===== config.mk =====
export PLATFORM = sky130hd
export DESIGN_NAME = bp_frontend
export DESIGN_NICKNAME = d
export VERILOG_FILES = /design/src/mips_pkg.sv /design/src/bpb_counters.sv /design/src/ras.sv /design/src/bpbdecode.sv /design/src/bp_frontend.sv
export VERILOG_INCLUDE_DIRS = /design/src
export SDC_FILE = /design/constraint.sdc
export NUM_CORES = 1
export LEC_CHECK = 0
export BUFFER_PORTS_ARGS = -buffer_cell sky130_fd_sc_hd__buf_2
export CAP_MARGIN = 15
export CORE_MARGIN = 10
export CORE_UTILIZATION = 50
export DETAILED_ROUTE_END_ITERATION = 8
export GPL_TIMING_DRIVEN = 0
export PLACE_DENSITY = 0.71
export SKIP_LAST_GASP = 1
export SLEW_MARGIN = 30
export SYNTH_ARGS = -nofsm -noshare
export SYNTH_HDL_FRONTEND = slang
export SYNTH_SLANG_ARGS = --single-unit

===== constraint.sdc =====
create_clock -name clk -period 3.61 [get_ports clk]
set_input_delay 0.1805 -clock clk [delete_from_list [all_inputs] [get_ports clk]]
set_output_delay 0.1805 -clock clk [all_outputs]
set_load 0.02 [all_outputs]

===== src/mips_consts.svh =====
`ifndef MIPS_CONSTS_SVH
`define MIPS_CONSTS_SVH

////////////////////////////// 
// Opcodes
//////////////////////////////

`define OP_RT      6'b000000
`define OP_BGEZ    6'b000001
`define OP_J       6'b000010
`define OP_JAL     6'b000011
`define OP_BEQ     6'b000100
`define OP_BNE     6'b000101
`define OP_BLEZ    6'b000110
`define OP_BGTZ    6'b000111

////////////////////////////// 
// Function and rt codes
//////////////////////////////

`define F_JR       6'b001000
`define F_JALR     6'b001001

// Linking forms of the REGIMM group.
`define B_BLTZAL   5'b10000
`define B_BGEZAL   5'b10001

// Return address register.
`define REG_RA     5'd31

////////////////////////////// 
// Table and stack sizes
//////////////////////////////

`define JR_ENTRY_WIDTH   2
`define RAS_DEPTH        (1 << `JR_ENTRY_WIDTH)

`define BPB_INDEX_WIDTH  6
`define BPB_DEPTH        (1 << `BPB_INDEX_WIDTH)

`endif


===== src/mips_pkg.sv =====
`include "mips_consts.svh"

package mips_pkg;

    // Basic machine words and instruction fields.
    typedef logic [31:0] word_t;
    typedef logic [5:0]  op_t;
    typedef logic [5:0]  func_t;

    // Predictor table index and stack pointer.
    typedef logic [`BPB_INDEX_WIDTH-1:0] bpb_index_t;
    typedef logic [`JR_ENTRY_WIDTH-1:0]  ras_ptr_t;

    //////////////////////////////
    // Prediction and resolve
    //////////////////////////////

    // Used both for the raw counter lookup and the final prediction.
    typedef struct packed {
        logic  taken;
        word_t destpc;
    } bpb_result_t;

    // Branch outcome reported back from execute.
    typedef struct packed {
        word_t pc;
        logic  taken;
    } resolve_t;

endpackage


===== src/bpb_counters.sv =====
`timescale 1ns/1ps

`include "mips_consts.svh"

module bpb_counters (
    input  logic                  clk,
    input  logic                  rst_n,
    input  mips_pkg::word_t       fetch_pc,
    input  logic                  resolve_valid,
    input  mips_pkg::resolve_t    resolve,
    output mips_pkg::bpb_result_t counter_pred
);

    logic [1:0]           counters [`BPB_DEPTH];
    mips_pkg::bpb_index_t fetch_idx;
    mips_pkg::bpb_index_t resolve_idx;
    logic [1:0]           cur;

    // Word-aligned pc, so the index starts at bit 2.
    assign fetch_idx   = fetch_pc[`BPB_INDEX_WIDTH+1:2];
    assign resolve_idx = resolve.pc[`BPB_INDEX_WIDTH+1:2];

    //////////////////////////////
    // Lookup
    //////////////////////////////

    // The high bit of the counter is the prediction.
    assign counter_pred.taken  = counters[fetch_idx][1];
    assign counter_pred.destpc = '0;

    //////////////////////////////
    // Training
    //////////////////////////////

    assign cur = counters[resolve_idx];

    always_ff @(posedge clk or negedge rst_n)
    begin
        if (!rst_n)
        begin
            // Weakly not taken.
            for (int i = 0; i < `BPB_DEPTH; i++)
                counters[i] <= 2'b01;
        end
        else if (resolve_valid)
        begin
            if (resolve.taken)
            begin
                if (cur != 2'b11)
                    counters[resolve_idx] <= cur + 2'b01;
            end
            else
            begin
                if (cur != 2'b00)
                    counters[resolve_idx] <= cur - 2'b01;
            end
        end
    end

    // Execute must report the pc of a real instruction.
    a_resolve_aligned: assert property (
        @(posedge clk) disable iff (!rst_n)
        resolve_valid |-> (resolve.pc[1:0] == 2'b00)
    );

endmodule


===== src/ras.sv =====
`timescale 1ns/1ps

`include "mips_consts.svh"

module ras (
    input  logic               clk,
    input  logic               rst_n,
    input  logic               fetch_valid,
    input  logic               push,
    input  mips_pkg::word_t    push_addr,
    input  mips_pkg::ras_ptr_t next_ptr,
    output mips_pkg::word_t    top_addr,
    output mips_pkg::ras_ptr_t top_ptr
);

    mips_pkg::word_t    entries [`RAS_DEPTH];
    mips_pkg::ras_ptr_t ptr;
    mips_pkg::ras_ptr_t ptr_step;

    assign top_addr = entries[ptr];
    assign top_ptr  = ptr;

    //////////////////////////////
    // Stack update
    //////////////////////////////

    // The decoder has already worked out where the pointer goes, so a push
    // lands at next_ptr. With push and pop together that is the current top.
    always_ff @(posedge clk or negedge rst_n)
    begin
        if (!rst_n)
        begin
            ptr <= '0;
            for (int i = 0; i < `RAS_DEPTH; i++)
                entries[i] <= '0;
        end
        else if (fetch_valid)
        begin
            ptr <= next_ptr;
            if (push)
                entries[next_ptr] <= push_addr;
        end
    end

    //////////////////////////////
    // Checks
    //////////////////////////////

    // Pointer moves by at most one entry, modulo the depth.
    assign ptr_step = next_ptr - ptr;

    a_ptr_step: assert property (
        @(posedge clk) disable iff (!rst_n)
        fetch_valid |-> (ptr_step == 2'd0 || ptr_step == 2'd1 || ptr_step == '1)
    );

    // A push with no pointer change only happens when a pop cancels it,
    // so the overwritten slot is the live top.
    a_push_slot: assert property (
        @(posedge clk) disable iff (!rst_n)
        (fetch_valid && push) |-> (ptr_step != '1)
    );

endmodule


===== src/bpbdecode.sv =====
`timescale 1ns/1ps

`include "mips_consts.svh"

module bpbdecode (
    input  mips_pkg::word_t       pc,
    input  mips_pkg::word_t       instr,
    input  mips_pkg::bpb_result_t in,
    input  mips_pkg::word_t       jr_destpc,
    input  mips_pkg::ras_ptr_t    jr_top_in,
    output mips_pkg::bpb_result_t out,
    output logic                  jr_push,
    output logic                  jr_pop,
    output mips_pkg::word_t       ret_addr,
    output mips_pkg::ras_ptr_t    jr_top_out
);

    mips_pkg::op_t   op;
    mips_pkg::func_t func;
    logic [4:0]      rs;
    logic [4:0]      rt;
    logic            jr_func;
    logic            j_pc;
    logic            b_pc;
    logic            jr_pc;
    mips_pkg::word_t pcplus4;
    mips_pkg::word_t ext_imm;
    mips_pkg::word_t pcjump;
    mips_pkg::word_t pcbranch;

    assign op      = instr[31:26];
    assign rs      = instr[25:21];
    assign rt      = instr[20:16];
    assign func    = instr[5:0];
    assign jr_func = (func == `F_JR) || (func == `F_JALR);

    //////////////////////////////
    // Classify
    //////////////////////////////

    // Each class comes from its own opcode compare.
    assign j_pc  = (op == `OP_J) || (op == `OP_JAL);
    assign b_pc  = (op == `OP_BEQ) || (op == `OP_BNE) || (op == `OP_BGTZ) ||
                   (op == `OP_BLEZ) || (op == `OP_BGEZ);
    assign jr_pc = (op == `OP_RT) && jr_func;

    // Calls push pc plus 8, and register jumps through $31 pop.
    assign jr_push = (op == `OP_JAL) ||
                     ((op == `OP_BGEZ) && ((rt == `B_BGEZAL) || (rt == `B_BLTZAL))) ||
                     (jr_pc && (func == `F_JALR));
    assign jr_pop  = jr_pc && (rs == `REG_RA);

    //////////////////////////////
    // Targets
    //////////////////////////////

    assign pcplus4  = pc + 32'd4;
    assign ret_addr = pc + 32'd8;     // skip the delay slot
    assign ext_imm  = {{16{instr[15]}}, instr[15:0]};
    assign pcbranch = pcplus4 + {ext_imm[29:0], 2'b00};
    assign pcjump   = {pcplus4[31:28], instr[25:0], 2'b00};

    assign out.taken  = (in.taken & b_pc) | j_pc | jr_pc;
    assign out.destpc = j_pc  ? pcjump :
                        b_pc  ? pcbranch :
                        jr_pc ? jr_destpc : '0;

    // Push and pop together leave the pointer where it is.
    always_comb
    begin
        case ({jr_push, jr_pop})
            2'b10:   jr_top_out = jr_top_in + 1'b1;
            2'b01:   jr_top_out = jr_top_in - 1'b1;
            default: jr_top_out = jr_top_in;
        endcase
    end

    a_one_class: assert final ($onehot0({j_pc, b_pc, jr_pc}));

endmodule


===== src/bp_frontend.sv =====
`timescale 1ns/1ps

module bp_frontend (
    input  logic                  clk,
    input  logic                  rst_n,
    input  logic                  fetch_valid,
    input  mips_pkg::word_t       fetch_pc,
    input  mips_pkg::word_t       fetch_instr,
    input  logic                  resolve_valid,
    input  mips_pkg::resolve_t    resolve,
    output logic                  pred_valid,
    output mips_pkg::bpb_result_t pred
);

    mips_pkg::bpb_result_t counter_pred;
    mips_pkg::word_t       top_addr;
    mips_pkg::ras_ptr_t    top_ptr;
    mips_pkg::ras_ptr_t    next_ptr;
    mips_pkg::word_t       ret_addr;
    logic                  push;

    // Prediction is purely combinational on the fetch inputs.
    assign pred_valid = fetch_valid;

    bpb_counters u_counters (
        .clk           (clk),
        .rst_n         (rst_n),
        .fetch_pc      (fetch_pc),
        .resolve_valid (resolve_valid),
        .resolve       (resolve),
        .counter_pred  (counter_pred)
    );

    ras u_ras (
        .clk         (clk),
        .rst_n       (rst_n),
        .fetch_valid (fetch_valid),
        .push        (push),
        .push_addr   (ret_addr),
        .next_ptr    (next_ptr),
        .top_addr    (top_addr),
        .top_ptr     (top_ptr)
    );

    // The pop is already folded into next_ptr.
    bpbdecode u_decode (
        .pc         (fetch_pc),
        .instr      (fetch_instr),
        .in         (counter_pred),
        .jr_destpc  (top_addr),
        .jr_top_in  (top_ptr),
        .out        (pred),
        .jr_push    (push),
        .jr_pop     (),
        .ret_addr   (ret_addr),
        .jr_top_out (next_ptr)
    );

endmodule


==> flow_summary.yaml <==
run_status:
  status: "complete, no violations"
yosys:
  avgSynthCellArea_um2: 10.5
  yosys.area.top_type: "dfrtp_1"
  ys_types: 80
  synth_fa_ha_area_frac: 0.0319
  synth-xor-area-share: 0.0488
  yosys_register_bits: 258
  synth_edf_count: 0
  synth.mux.area_fraction: 0.214
  ys_seq_area_frac: 0.420
  syn_area_um2: 15500
  synth_top_family_by_area: "multiplexers"
  netlist.area_leader.share: 0.312
  synthFlopType: "dfrtp_1"
  syn_nets: 1614
  synth_compound_area_frac: 0.129
  syn_inst: 1474
  yosys_warnings: 0
  synthTopCellsByArea: "dfrtp_1, mux2_2, dfstp_2, mux4_2, nor2_1"
  synthSimpleGateAreaFrac: 0.122
  synthArstFlopShare: 1.00
route:
  wl_per_cell_um: 23.5
  drt_pass1_iterations: 5
  route.detailed.drc: 0
  wl_um: 48200
  routed_via_density: 6.27
  via_count: 12900
  drt_iter0_markers: 1121
  postRouteAntennaNets: 0
setup_path:
  slowest_delay_ns: 0.37
  cp-start-kind: "input pin"
  critPathTopFamily: "compound AO/OA/AOI/OAI gates"
  cp-end-kind: "output port"
  critPathSlowestCell: "a211o_1"
  cp_max_fo: 10
  path_cells: "buf_8 > buf_6 > clkbuf_8 > nand2_1 > xnor2_1 > ha_1 > nand3_1 > o211ai_2 > a211o_1 > a41o_4 > a221oi_4 > a31oi_1 > mux2i_1 > nand3_1 > buf_6"
  path_buf_inv: 4
  required_ns: 3.43
  worstSetupPathType: "in2out"
  cp.arrival_ns: 3.39
power:
  p_seq_frac: 0.424
  cellInternalPower_uw: 5990
  p_per_area_nw_per_um2: 456
  p_total_uw: 8470
  peakVddDrop_mv: 0.412
  comb_power_share: 0.246
  p_sw_frac: 0.293
  p_leak_uw: 0.00794
  p_sw_uw: 2480
  pwr-share-clk: 0.330
floorplanning:
  rows: 64
  dieWidth_um: 196
  io_pins: 135
  dieHeight_um: 196
  die_area_um2: 38500
  start_util: 0.507
  core-area_um2: 30700
clock_network:
  path_clk_slew_ns: 0.06
  cts-root-buf: "clkbuf_16"
  tritoncts: "done"
  cts.sinks: 258
  cts.htree.levels: 1
  clockBufferDepth: 3
  numCtsBuffers: 26
  clkLatencyLatePin_ns: 0.53
cells_and_area:
  seq_area_um2: 6540
  drive_above_1_share: 0.384
  utilization: 0.605
  nFillCells: 2554
  multi_input_area_um2: 9100
  fin_nets: 1779
  area_growth_pct: 19.4
flow_run:
  cap_violations: 0
sta:
  worst_pin_slew_ns: 0.824
  setup_slack_ns: 0.0377
  rsz0062_at_grt: "true"
  fin_crit_ns: 3.57
  finalCritPeriodShare: 0.990
  timing.fmax_mhz: 280
  max-slew-margin-rel: 0.451
  skew_ns: 0.0101
  slew_violations: 0
  hold_violations: 0
  setup_viol: 0
placed_design:
  place_hpwl_um: 35700
  portBuffers: 102
  routabilityCongestion: 0.980
  place_ws_ns: -1.02
global_route:
  grt_pass1_vias: 13200
  grt_max_degree: 83
  grt_pass1_wl_um: 75100
  antenna_found_initial: 1
  track_usage: 0.242
  grt_overflow: 0
worst_hold_path:
  hp-class: "in2reg"
-- path summary, 6_finish.rpt --
| check | from | endpoint | slack [ns] | depth (start not counted) |
|---|---|---|---|---|
| worst max-delay path | fetch_pc[2] | pred[29] | 0.04 | 15 |
| worst min-delay path | fetch_pc[3] | u_ras.entries[4]$_DFFE_PN0P_ | 0.08 | 3 |
| worst max register to register | register | u_counters.counters[71]$_DFFE_PN0P_ | 0.06 | 13 |
| worst min register to register | u_ras.entries[13]$_DFFE_PN0P_ | u_ras.entries[13]$_DFFE_PN0P_ | 0.48 | 2 |
| max in group asynchronous | rst_n | asynchronous set/reset pin | 2.36 | 4 |
| min in group asynchronous | rst_n | u_ras.entries[92]$_DFFE_PN0P_ | 0.14 | 2 |
-- stage by stage --
step	hold slack [ns]	setup TNS, ns	instance area (um^2)	cells
floorplan	-0.115	-0.0182	15500	1474
global placement	0.456	-592.18	16600	1972
detailed placement	0.0931	-148.27	16600	1975
CTS	0.0673	-0.0162	18100	2040
global route	0.0663	-0.290	18600	2055
finish	0.0786	0	18600	2056
-- synth_stat cells, drive strengths merged, types with 5 or more instances --
library cell,count
and3,11
nor2,163
a21o,14
a31oi,5
buf,42
nor3,13
a22oi,40
nand4,18
dfstp,64
mux2,154
clkbuf,54
mux2i,12
nand2,135
nand3,30
o21a,5
and4,7
a221oi,12
xnor2,50
a21oi,102
nor2b,12
o21bai,5
inv,23
ha,38
a211oi,6
or2,7
dfrtp,194
xor2,34
mux4,65
o21ai,103
-- cells in the final DEF, fill, tap and decap left out, drive strengths merged, types with 50 or more instances in the layout --
cell type	Yosys	routed
a21oi	102	102
buf	42	174
clkbuf	54	89
dfrtp	194	194
dfstp	64	64
mux2	154	154
mux4	65	65
nand2	135	135
nor2	163	163
o21ai	103	103
xnor2	50	50
-- power groups by stage --
| stage | Combinational (uW) | Clock [uW] | Sequential, uW |
|---|---|---|---|
| after global routing | 2230 | 2950 | 3630 |
| after detailed placement | 1890 | 0 | 3630 |
| after CTS | 1980 | 2820 | 3580 |
| final | 2080 | 2790 | 3590 |
| after global placement | 1840 | 0 | 3600 |
| after floorplan | 1330 | 0 | 3530 |
-- worst reg2reg max path, cell delays in order (launching register included) --
cell and delay [ns]:
dfstp_2 0.54, mux2_2 0.15, a22oi_1 0.08, a21oi_1 0.21, a21oi_1 0.08, mux4_2 0.55, mux2_2 0.29, ha_1 0.20
mux2i_1 0.18, nand2_1 0.12, nor2_4 0.19, nand3_2 0.20, or2_2 0.38, mux2_2 0.28
-- repair_timing --
item,in CTS,in global routing
endpoints found under the setup margin,197,175
gates cloned,0,0
hold buffers,4,0
buffers inserted,20,15
pin swaps,31,39
hold endpoints to repair,100,0
gates resized for setup,105,83
-- cell families (layout without fill, tap and decap cells) --
| family | Yosys count | count (layout) |
|---|---|---|
| multiplexers | 231 | 231 |
| XOR/XNOR | 85 | 85 |
| adder cells (fa/ha/maj) | 39 | 39 |
| buffers and inverters | 119 | 304 |
| AO/OA/AOI/OAI | 325 | 325 |
| AND/OR/NAND/NOR | 417 | 417 |
| other | 0 | 1 |
| flip-flops | 258 | 258 |
-- layer usage --
layer / vias up / global-route usage / routed length [um]
met5: - / 0 / 0
met4: 0 / 0.0922 / 1870
met3: 126 / 0.0389 / 3650
met2: 620 / 0.413 / 23600
met1: 6437 / 0.303 / 19200
li1: 5703 / - / -
-- final cells by class --
cell class              count  area share
multi-input cells        1097       0.490
well taps                 396      0.0267
diodes                      1    0.000135
clock buffers              34      0.0400
inverters                  23     0.00465
repair buffers            144      0.0518
clock inverters            14     0.00836
plain buffers              89      0.0261
flip-flops and latches    258       0.352
(Power assumes the default switching activity.)
